**config.mk**
```make
export PLATFORM = sky130hd
export DESIGN_NAME = lsu_core
export DESIGN_NICKNAME = d
export VERILOG_FILES = /design/src/hdl/lsu_pkg.sv /design/src/hdl/lsu_skid_buffer.sv /design/src/hdl/lsu_core.sv
export SDC_FILE = /design/constraint.sdc
export NUM_CORES = 1
export LEC_CHECK = 0
export BUFFER_PORTS_ARGS = -buffer_cell sky130_fd_sc_hd__buf_4
export CORE_MARGIN = 2
export CORE_UTILIZATION = 62
export CTS_BUF_LIST = sky130_fd_sc_hd__clkbuf_8
export CTS_CLUSTER_DIAMETER = 120
export CTS_CLUSTER_SIZE = 10
export DETAILED_ROUTE_END_ITERATION = 10
export GPL_TIMING_DRIVEN = 1
export PLACE_DENSITY = 0.92
export SYNTH_ARGS = -nofsm -noshare
export SYNTH_HDL_FRONTEND = slang
export SYNTH_HIERARCHICAL = 1
export SYNTH_SLANG_ARGS = --single-unit
```
**constraint.sdc**
```tcl
create_clock -name clk_i -period 14.45 [get_ports clk_i]
set_input_delay 1.445 -clock clk_i [delete_from_list [all_inputs] [get_ports clk_i]]
set_output_delay 1.445 -clock clk_i [all_outputs]
set_load 0.005 [all_outputs]
```
**src/hdl/lsu_pkg.sv**
```systemverilog
/*
 * load-store unit shared types
 */
`default_nettype none

package lsu_pkg;

  ////////////////////////////////////////
  // widths
  ////////////////////////////////////////

  // data and address width
  localparam int XLEN   = 32;
  // register index width
  localparam int RALEN  = 5;
  // bytes per word
  localparam int NBYTES = 4;

  ////////////////////////////////////////
  // command encoding
  ////////////////////////////////////////

  // bit 3 marks a write, bit 2 a zero-extending load
  // bits 1:0 code the size: 1 byte, 2 half, 3 word
  typedef enum logic [3:0] {
    LSU_NO_CMD      = 4'b0000,
    LSU_LOAD_BYTE   = 4'b0001,
    LSU_LOAD_HALF   = 4'b0010,
    LSU_LOAD_WORD   = 4'b0011,
    LSU_LOAD_BYTE_U = 4'b0101,
    LSU_LOAD_HALF_U = 4'b0110,
    LSU_STORE_BYTE  = 4'b1001,
    LSU_STORE_HALF  = 4'b1010,
    LSU_STORE_WORD  = 4'b1011
  } lsu_cmd_e;

  ////////////////////////////////////////
  // buffer payloads
  ////////////////////////////////////////

  // request as it goes out on the data bus
  typedef struct packed {
    logic [XLEN-1:0]   addr;
    logic [XLEN-1:0]   data;
    logic [NBYTES-1:0] strobe;
    logic              write;
    lsu_cmd_e          cmd;
    logic [RALEN-1:0]  regdest;
  } lsu_req_t;

  // what retirement needs to know about an issued request
  typedef struct packed {
    lsu_cmd_e         cmd;
    logic [1:0]       addr_lo;
    logic [XLEN-1:0]  addr;
    logic [RALEN-1:0] regdest;
  } lsu_act_t;

  // memory response
  typedef struct packed {
    logic [XLEN-1:0] data;
    logic            error;
  } lsu_rsp_t;

  ////////////////////////////////////////
  // command decode
  ////////////////////////////////////////

  function automatic logic cmd_is_write(input lsu_cmd_e cmd);
    return cmd[3];
  endfunction

  // access size in bytes, zero for no command
  function automatic logic [2:0] cmd_size(input lsu_cmd_e cmd);
    logic [2:0] size;
    case (cmd[1:0])
      2'd1:    size = 3'd1;
      2'd2:    size = 3'd2;
      2'd3:    size = 3'd4;
      default: size = 3'd0;
    endcase
    return size;
  endfunction

  function automatic logic cmd_is_unsigned(input lsu_cmd_e cmd);
    return cmd[2];
  endfunction

endpackage

`default_nettype wire

```
**src/hdl/lsu_skid_buffer.sv**
```systemverilog
/*
 * two-entry skid buffer
 */
`timescale 1ns/1ns
`default_nettype none

module lsu_skid_buffer #(
  parameter type payload_t = logic
) (
  input  wire logic     clk_i,
  input  wire logic     rstn_i,
  // upstream side
  input  wire logic     in_valid_i,
  output logic          in_ready_o,
  input  wire payload_t in_data_i,
  // downstream side
  output logic          out_valid_o,
  input  wire logic     out_ready_i,
  output payload_t      out_data_o
);

  // second entry, filled only when the output is stalled
  logic     skid_valid;
  payload_t skid_data;
  logic     in_fire;
  logic     out_fire;
  logic     out_stalled;

  // ready comes straight from a flop, no path from out_ready_i
  assign in_ready_o  = !skid_valid;
  assign in_fire     = in_valid_i && in_ready_o;
  assign out_fire    = out_valid_o && out_ready_i;
  assign out_stalled = out_valid_o && !out_ready_i;

  ////////////////////////////////////////
  // occupancy
  ////////////////////////////////////////

  always_ff @(posedge clk_i) begin
    if (!rstn_i) begin
      out_valid_o <= 1'b0;
      skid_valid  <= 1'b0;
    end else if (skid_valid) begin
      // output stays valid, the skid entry moves up
      if (out_ready_i) begin
        skid_valid <= 1'b0;
      end
    end else if (in_fire) begin
      if (out_stalled) begin
        skid_valid <= 1'b1;
      end else begin
        out_valid_o <= 1'b1;
      end
    end else if (out_fire) begin
      out_valid_o <= 1'b0;
    end
  end

  ////////////////////////////////////////
  // payload
  ////////////////////////////////////////

  always_ff @(posedge clk_i) begin
    if (skid_valid) begin
      if (out_ready_i) begin
        out_data_o <= skid_data;
      end
    end else if (in_fire) begin
      // park the new word if the output cannot move
      if (out_stalled) begin
        skid_data <= in_data_i;
      end else begin
        out_data_o <= in_data_i;
      end
    end
  end

  // the producer must hold off while both entries are taken
  a_no_push_when_full: assert property (@(posedge clk_i) disable iff (!rstn_i)
    skid_valid |-> !in_valid_i);

endmodule

`default_nettype wire

```
**src/hdl/lsu_core.sv**
```systemverilog
/*
 * load-store unit
 */
`timescale 1ns/1ns
`default_nettype none

module lsu_core (
  input  wire logic                         clk_i,
  input  wire logic                         rstn_i,
  // core side
  input  wire logic                         lsu_valid_i,
  output logic                              lsu_ready_o,
  input  wire lsu_pkg::lsu_cmd_e            lsu_cmd_i,
  input  wire logic [lsu_pkg::XLEN-1:0]     lsu_addr_i,
  input  wire logic [lsu_pkg::XLEN-1:0]     lsu_data_i,
  input  wire logic [lsu_pkg::RALEN-1:0]    lsu_regdest_i,
  // register writeback
  output logic                              rf_wb_o,
  output logic [lsu_pkg::RALEN-1:0]         rf_dest_o,
  output logic [lsu_pkg::XLEN-1:0]          rf_data_o,
  // controller
  output logic                              ctrl_misaligned_load_o,
  output logic                              ctrl_misaligned_store_o,
  output logic                              ctrl_bus_error_o,
  output logic [lsu_pkg::XLEN-1:0]          ctrl_exception_addr_o,
  // data bus request
  output logic [lsu_pkg::XLEN-1:0]          data_req_addr_o,
  output logic [lsu_pkg::XLEN-1:0]          data_req_data_o,
  output logic [lsu_pkg::NBYTES-1:0]        data_req_strobe_o,
  output logic                              data_req_write_o,
  output logic                              data_req_valid_o,
  input  wire logic                         data_req_ready_i,
  // data bus response, always accepted
  input  wire logic [lsu_pkg::XLEN-1:0]     data_rsp_data_i,
  input  wire logic                         data_rsp_error_i,
  input  wire logic                         data_rsp_valid_i
);

  typedef enum logic [1:0] {
    ST_RUN,    // taking requests
    ST_READ,   // waiting for a load to retire
    ST_STALL   // a buffer is full
  } state_e;

  state_e state;
  state_e state_next;

  // buffer ends
  lsu_pkg::lsu_req_t req_in;
  lsu_pkg::lsu_req_t req_out;
  logic              req_in_valid;
  logic              req_in_ready;
  lsu_pkg::lsu_act_t act_in;
  lsu_pkg::lsu_act_t act_out;
  logic              act_in_ready;
  logic              act_out_valid;
  lsu_pkg::lsu_rsp_t rsp_in;
  lsu_pkg::lsu_rsp_t rsp_out;
  logic              rsp_out_valid;

  // input decode
  logic [2:0]                  in_size;
  logic                        in_write;
  logic                        in_misaligned;
  logic [lsu_pkg::NBYTES-1:0]  in_strobe;
  logic                        in_fire;
  logic                        inflight;

  logic                        data_req_fire;
  logic                        retire;
  logic                        load_retire;
  logic [lsu_pkg::XLEN-1:0]    rsp_word;
  logic                        ext_signed;
  logic [lsu_pkg::XLEN-1:0]    mis_addr_q;

  ////////////////////////////////////////
  // input side
  ////////////////////////////////////////

  always_comb begin
    in_size  = lsu_pkg::cmd_size(lsu_cmd_i);
    in_write = lsu_pkg::cmd_is_write(lsu_cmd_i);
    // a 2^n byte access needs its low n address bits clear
    in_misaligned = |(lsu_addr_i[1:0] & 2'(in_size - 3'd1));
    case (in_size)
      3'd1:    in_strobe = 4'b0001;
      3'd2:    in_strobe = 4'b0011;
      3'd4:    in_strobe = 4'b1111;
      default: in_strobe = 4'b0000;
    endcase
    // move strobe and data into the lanes of the addressed bytes
    req_in.addr    = lsu_addr_i;
    req_in.data    = lsu_data_i << {lsu_addr_i[1:0], 3'b000};
    req_in.strobe  = in_strobe << lsu_addr_i[1:0];
    req_in.write   = in_write;
    req_in.cmd     = lsu_cmd_i;
    req_in.regdest = lsu_regdest_i;
  end

  // something is issued or waiting for its response
  assign inflight = data_req_valid_o || act_out_valid;

  // misaligned requests wait for older requests so exceptions stay in order
  assign lsu_ready_o  = (state == ST_RUN) && req_in_ready && act_in_ready &&
                        !(in_misaligned && inflight);
  assign in_fire      = lsu_valid_i && lsu_ready_o;
  assign req_in_valid = in_fire && !in_misaligned;

  ////////////////////////////////////////
  // buffers
  ////////////////////////////////////////

  lsu_skid_buffer #(
    .payload_t (lsu_pkg::lsu_req_t)
  ) i_req_buffer (
    .clk_i       (clk_i),
    .rstn_i      (rstn_i),
    .in_valid_i  (req_in_valid),
    .in_ready_o  (req_in_ready),
    .in_data_i   (req_in),
    .out_valid_o (data_req_valid_o),
    .out_ready_i (data_req_ready_i),
    .out_data_o  (req_out)
  );

  assign data_req_addr_o   = req_out.addr;
  assign data_req_data_o   = req_out.data;
  assign data_req_strobe_o = req_out.strobe;
  assign data_req_write_o  = req_out.write;
  assign data_req_fire     = data_req_valid_o && data_req_ready_i;

  // issued requests wait here for their responses
  always_comb begin
    act_in.cmd     = req_out.cmd;
    act_in.addr_lo = req_out.addr[1:0];
    act_in.addr    = req_out.addr;
    act_in.regdest = req_out.regdest;
  end

  lsu_skid_buffer #(
    .payload_t (lsu_pkg::lsu_act_t)
  ) i_act_buffer (
    .clk_i       (clk_i),
    .rstn_i      (rstn_i),
    .in_valid_i  (data_req_fire),
    .in_ready_o  (act_in_ready),
    .in_data_i   (act_in),
    .out_valid_o (act_out_valid),
    .out_ready_i (retire),
    .out_data_o  (act_out)
  );

  assign rsp_in.data  = data_rsp_data_i;
  assign rsp_in.error = data_rsp_error_i;

  // responses have no back-pressure, overflow is caught inside
  lsu_skid_buffer #(
    .payload_t (lsu_pkg::lsu_rsp_t)
  ) i_rsp_buffer (
    .clk_i       (clk_i),
    .rstn_i      (rstn_i),
    .in_valid_i  (data_rsp_valid_i),
    .in_ready_o  (),
    .in_data_i   (rsp_in),
    .out_valid_o (rsp_out_valid),
    .out_ready_i (retire),
    .out_data_o  (rsp_out)
  );

  ////////////////////////////////////////
  // retirement
  ////////////////////////////////////////

  // oldest request pairs with oldest response
  assign retire      = rsp_out_valid && act_out_valid;
  assign load_retire = retire && !lsu_pkg::cmd_is_write(act_out.cmd);

  always_comb begin
    rsp_word   = rsp_out.data >> {act_out.addr_lo, 3'b000};
    ext_signed = !lsu_pkg::cmd_is_unsigned(act_out.cmd);
    case (lsu_pkg::cmd_size(act_out.cmd))
      3'd1:    rf_data_o = {{24{ext_signed & rsp_word[7]}}, rsp_word[7:0]};
      3'd2:    rf_data_o = {{16{ext_signed & rsp_word[15]}}, rsp_word[15:0]};
      default: rf_data_o = rsp_word;
    endcase
  end

  // an errored load writes nothing back
  assign rf_wb_o          = load_retire && !rsp_out.error;
  assign rf_dest_o        = act_out.regdest;
  assign ctrl_bus_error_o = retire && rsp_out.error;

  ////////////////////////////////////////
  // misaligned exceptions
  ////////////////////////////////////////

  always_ff @(posedge clk_i) begin
    if (!rstn_i) begin
      ctrl_misaligned_load_o  <= 1'b0;
      ctrl_misaligned_store_o <= 1'b0;
    end else begin
      ctrl_misaligned_load_o  <= in_fire && in_misaligned && !in_write;
      ctrl_misaligned_store_o <= in_fire && in_misaligned && in_write;
    end
  end

  always_ff @(posedge clk_i) begin
    if (in_fire) begin
      mis_addr_q <= lsu_addr_i;
    end
  end

  // bus errors report the retiring request's address
  assign ctrl_exception_addr_o = ctrl_bus_error_o ? act_out.addr : mis_addr_q;

  ////////////////////////////////////////
  // stall FSM
  ////////////////////////////////////////

  always_comb begin
    state_next = state;
    case (state)
      ST_RUN: begin
        if (req_in_valid && !in_write) begin
          state_next = ST_READ;
        end else if (!req_in_ready || !act_in_ready) begin
          state_next = ST_STALL;
        end
      end
      ST_READ: begin
        // stores ahead of the load retire first
        if (load_retire) begin
          state_next = ST_RUN;
        end
      end
      ST_STALL: begin
        if (req_in_ready && act_in_ready) begin
          state_next = ST_RUN;
        end
      end
      default: state_next = ST_RUN;
    endcase
  end

  always_ff @(posedge clk_i) begin
    if (!rstn_i) begin
      state <= ST_RUN;
    end else begin
      state <= state_next;
    end
  end

  // memory never answers a request that was not issued
  a_rsp_has_req: assert property (@(posedge clk_i) disable iff (!rstn_i)
    rsp_out_valid |-> act_out_valid);

  // after a load goes in, nothing else is taken until it retires
  a_load_blocks: assert property (@(posedge clk_i) disable iff (!rstn_i)
    (req_in_valid && !in_write) |=> !in_fire until_with load_retire);

endmodule

`default_nettype wire

```
**Word level (Yosys, flattened, before mapping)**

Cells that the tools add are included.
Widths: inputs -> output; s select.

- Register bits: 350
- Input port bits: 111
- Output and inout port bits: 144
- Logic and storage cells: 166

- Add/subtract/negate cells: 1
- Equality and inequality tests: 25
- Shift operators: 3
- Mux-type cells: 42
- Bitwise operators: 6
- Reductions and logical operators: 55

Operators with widths:

| kind | count |
|---|---|
| $mux 78 | 4 |
| $mux 43 | 4 |
| $mux 33 | 4 |
| $pmux 32 s2 | 1 |
| $mux 32 | 1 |
| $shl 32x5->32 | 1 |
| $shr 32x5->32 | 1 |
| $reduce_and 3->1 | 10 |
| $logic_and 1x1->1 | 24 |
| $mux 1 | 20 |
| $pmux 3 s3 | 2 |
| $ne 2x2->1 const B | 7 |
| $pmux 4 s3 | 1 |
| $reduce_bool 2->1 | 6 |
| $logic_not 1->1 | 11 |
| $eq 2x2->1 const B | 5 |
| $mux 2 | 4 |
| $ne 2x1->1 const B | 4 |
| $eq 2x1->1 const B | 3 |
| $eq 3x1->1 const B | 2 |
| $eq 3x2->1 const B | 2 |
| $pmux 2 s3 | 1 |
| $shl 4x2->4 | 1 |
| $eq 3x3->1 const B | 1 |
| 8 further kinds | 12 |

**Longest topological paths before layout**

- Depth in word-level cells: 13
- Depth in mapped cells: 8
- Depth with buffers taken out: 6

**Modules after synthesis**

Netlist, hierarchy kept.

By module, submodules not included:

| module | instances | cells an instance | area an instance (µm²) | sequential area each (µm²) |
|---|---|---|---|---|
| lsu_skid_buffer at i_req_buffer | 1 | 256 | 5938.2 | 4724.5 |
| lsu_skid_buffer at i_act_buffer | 1 | 147 | 3229.3 | 2622.5 |
| lsu_core | 1 | 301 | 2834.0 | 1041.0 |
| lsu_skid_buffer at i_rsp_buffer | 1 | 116 | 2508.7 | 2021.9 |

**Least setup slack after synthesis**

Ideal clock, no wire load.

- Kind: input to register
- Start point: input port lsu_valid_i
- End point: register i_req_buffer/skid_data[0] (netlist bit), enable pin
- Library setup time: 0.610 ns
- Data arrival time: 7.605 ns
- Required time: 13.840 ns
- Path slack: 6.235 ns
- Cell stages on the path: 4
- Buffers on the path: 0
- Cells stage by stage: or4b_2 nor2_1 nand2_1 nor3_1

- Word-level cells in the longest chain between the ends: 4

RTL lines:

| item | line | RTL |
|---|---|---|
| start, declared | lsu_core.sv:11 | `input wire logic lsu_valid_i,` |
| $logic_and 1x1->1 | lsu_core.sv:106 | `assign in_fire = lsu_valid_i && lsu_ready_o;` |
| $logic_and 1x1->1 | lsu_core.sv:107 | `assign req_in_valid = in_fire && !in_misaligned;` |
| via req_in_valid | lsu_core.sv:51 | `logic req_in_valid;` |
| $logic_and 1x1->1 | lsu_skid_buffer.sv:31 | `assign in_fire = in_valid_i && in_ready_o;` |
| $reduce_and 3->1 (no line) | -- |  |
| end signal, assigned | lsu_skid_buffer.sv:71 | `skid_data <= in_data_i;` |
| end, declared | lsu_skid_buffer.sv:24 | `payload_t skid_data;` |

The timed path passes the listed nets, and every way through them passes these cells.
A chain may end at the register's enable or synchronous reset.

**Final worst setup path**

- Start point: register i_act_buffer/out_data_o[38] (netlist bit)
- End point: output port rf_data_o[18] (netlist bit)

- Word-level cells in the longest chain between the ends: 3
- Elaborated cells on any way between the ends: 4
- Classes of those cells: 1 x shift; 1 x mux; 2 x bitwise

RTL lines:

| item | line | RTL |
|---|---|---|
| start, declared | lsu_skid_buffer.sv:19 | `output payload_t out_data_o` |
| start signal, assigned | lsu_skid_buffer.sv:66 | `out_data_o <= skid_data;` |
| start signal, assigned | lsu_skid_buffer.sv:73 | `out_data_o <= in_data_i;` |
| $shr 32x5->32 (*) | lsu_core.sv:179 | `rsp_word = rsp_out.data >> {act_out.addr_lo, 3'b000};` |
| $and 1x1->1 (on tied branches) | lsu_core.sv:183, lsu_core.sv:182 |  |
| $pmux 32 s2 (*) | lsu_core.sv:181 | `case (lsu_pkg::cmd_size(act_out.cmd))` |
| end, declared | lsu_core.sv:20 | `output logic [lsu_pkg::XLEN-1:0] rf_data_o,` |

Every way passes the cells marked *; elsewhere a longest branch is shown, timed or not.

==> flow_summary.toml <==
[status]
outcome = "finished clean"

[worst_setup_path]
critical_path.max_stage_delay_ns = 1.04
worstSetupPathType = "reg -> out"
crit_chain = "mux4_2, and3_4, a31oi_4, o21ai_0, buf_4"
cp_top_family = "flip-flops"
slowest_stage = "edfxtp_1"
critPathBufInv = 1
crit_required_ns = 13.01
crit_path_start_kind = "register"
cp_max_fo = 25
crit_path_end_kind = "output pin"
arrival_ns = 3.24

[sta]
fin_tns_setup_ns = 0
rsz0062_at_grt = "false"
whs_ns = 0.453
min_period_over_period = 0.325
worstMarginPinSlew_ns = 1.21
hold_violations = 0
skew_ns = 0.0281
fmax_mhz = 213
relSlewSlack = 0.194
setup_viol = 0
slew_viol_final = 0
min_period_ns = 4.69

[clock_tree]
cts-root-buf = "clkbuf_8"
clk_latency_ns = 0.55
clkSinkCount = 350
numCtsBuffers = 40
cts.path.max_buffers = 3
cts.htree.levels = 2
clk_pin_slew_ns = 0.07
post_cts_resized = 0
cts_tree = "yes"
cts_hold_buf = 0
cts_setup_buffers = 0

[layout]
multiInputGateArea_sq_um = 3820
fin_util = 0.759
drive_gt1_frac = 0.456
regArea_sq_um = 10400
syn_to_final_growth_pct = 19.1
nets = 1203
nFillCells = 1285

[grt]
grt_pass1_vias = 8198
grt_usage = 0.253
grt_overflow = 0
grt_pass1_wl_um = 46700
grt_max_degree = 79
antenna_found_initial = 1

[routing]
via_per_inst = 5.72
drt_iter0_markers = 543
post_drt_wl_per_cell_um = 22.1
wl_met3_um = 2670
top_layer = "met4"
routed-via-count = 8088
drt-met1-wl_um = 12000
dr_wl_met2_um = 15700
dr.pass1.iters = 5
drc = 0
final_antenna_net_count = 0
drt-total-wl_um = 31300

[yosys]
muxShareOfSynthArea = 0.183
syn_area_sq_um = 14500
synth_xor_area_frac = 0
synth-simple-area-share = 0.0391
synth_top_family_by_area = "multiplexers"
synth_top_area_share = 0.704
synth-edff-count = 340
synth_cell_types = 38
netlist_instances = 820
synthesis.nets = 937
synthAdderAreaFrac = 0.00517
synth_compound_area_frac = 0.0335
yosysTopAreaCell = "edfxtp_1"
ys.flop_type = "edfxtp_1"
ys_seq_area_frac = 0.717
synth_area_leaders = "edfxtp_1 70%, mux2_2 9.4%, mux2_4 6.2%, mux2i_1 2.2%, dfxtp_1 1.4%"
ys_ff_latch = 350
async_reset_ff_frac = 0
ys_top_cells_by_count = "340 x edfxtp_1, 121 x mux2_2, 60 x mux2_4"
yosys_warnings = 6
post_synth.cell_area_avg_sq_um = 17.7
yosysMostFrequentCell = "edfxtp_1"

[power]
intPower_mw = 1.54
power.total_mw = 1.98
p_leak_nw = 6.47
seq_power_share = 0.606
combPwrFrac = 0.102
clock_power_share = 0.292
p_sw_frac = 0.223
ir_drop_uv = 67.1
p_sw_uw = 441
power.density_nw_per_um2 = 115

[placement]
portBuffers = 254
place_hpwl_um = 20800
place.gp.congestion = 0.843

[floorplanning]
core_sq_um = 22800
initial_core_util = 0.637
row_count = 55
io_pins = 255
dieWidth_um = 157
dieArea_sq_um = 24600
dieHeight_um = 157

[min_path]
min_path_type = "reg -> reg"

[flow_run]
cap_violations = 0
[registers in the layout, indices dropped and copies added, names as in the netlist]
name                      cells
i_req_buffer/out_data_o      78
i_act_buffer/skid_data       43
i_rsp_buffer/out_valid_o      1
i_req_buffer/out_valid_o      1
i_act_buffer/skid_valid       1
ctrl_misaligned_load_o        1
ctrl_misaligned_store_o       1
i_req_buffer/skid_data       78
i_rsp_buffer/out_data_o      33
i_req_buffer/skid_valid       1
i_rsp_buffer/skid_data       33
state                         2
i_act_buffer/out_data_o      43
mis_addr_q                   32
i_act_buffer/out_valid_o      1
i_rsp_buffer/skid_valid       1
[per-layer routing]
layer,vias up,track usage
met5,-,0
met4,0,0.0992
met3,70,0.0694
met2,358,0.428
met1,3978,0.311
li1,3682,-
[cell families (layout without fill, tap and decap cells)]
kind of cell | count (synthesis) | after routing
muxes | 219 | 219
other | 0 | 1
adders and majority gates | 6 | 6
DFF | 350 | 350
buffers and inverters | 50 | 331
and+or+nand+nor | 115 | 115
AOI/OAI and AO/OA | 80 | 80
[worst reg2reg max path, delay by kind of cell, from the launching register on]
family,cells,cell delay [ns]
buffers and inverters,2,1.00
flip-flops,1,0.50
AND/OR/NAND/NOR,5,1.81
[power groups by stage]
stage	clock (mW)	combinational [mW]	sequential, mW
2_1_floorplan	0	0.102	1.21
5_1_grt	0.631	0.216	1.20
6_report	0.579	0.202	1.20
4_1_cts	0.594	0.203	1.20
3_3_place_gp	0	0.193	1.22
3_5_place_dp	0	0.202	1.22
[placed cells by master, fill, tap and decap left out, types with 9 or more instances in the layout]
cell type  Yosys  layout
a211oi_1      16      16
a21oi_1       28      28
and2_1         9       9
buf_4          5     262
clkbuf_8       0      41
edfxtp_1     340     340
inv_1         12      26
mux2_2       121     121
mux2_4        60      60
mux2i_1       32      32
nand2_1       34      34
nor2_1        31      30
nor2b_1       19      19
o21ai_0       25      25
[metrics by stage]
step,setup WS [ns],cell area (sq um),std cells
floorplan,6.24,14500,820
global route,9.62,17300,1415
finish,9.76,17300,1415
global placement,10.08,16600,1357
CTS,9.77,17300,1414
detailed placement,9.96,16600,1357
[final timing paths]
| path | startpoint | to | slack (ns) | cells past startpoint |
|---|---|---|---|---|
| worst max-delay path | i_act_buffer/out_data_o[38] | rf_data_o[18] | 9.76 | 5 |
| worst min-delay path | i_req_buffer/out_data_o[2] | i_act_buffer/skid_data[2] | 0.45 | 0 |
| worst max register to register | i_req_buffer/skid_valid | i_req_buffer/skid_data[9] | 10.70 | 7 |
| worst min register to register | i_req_buffer/out_data_o[2] | i_act_buffer/skid_data[2] | 0.45 | 0 |
[area by class of cell]
type,instances,area share
repair buffers,262,0.114
inverters,12,0.00261
clock inverters,16,0.00391
clock buffers,41,0.0327
multi-input cells,420,0.221
flip-flops and latches,350,0.603
diodes,1,0.000145
well taps,313,0.0227
Note: power is estimated with default switching activity, not from simulation.
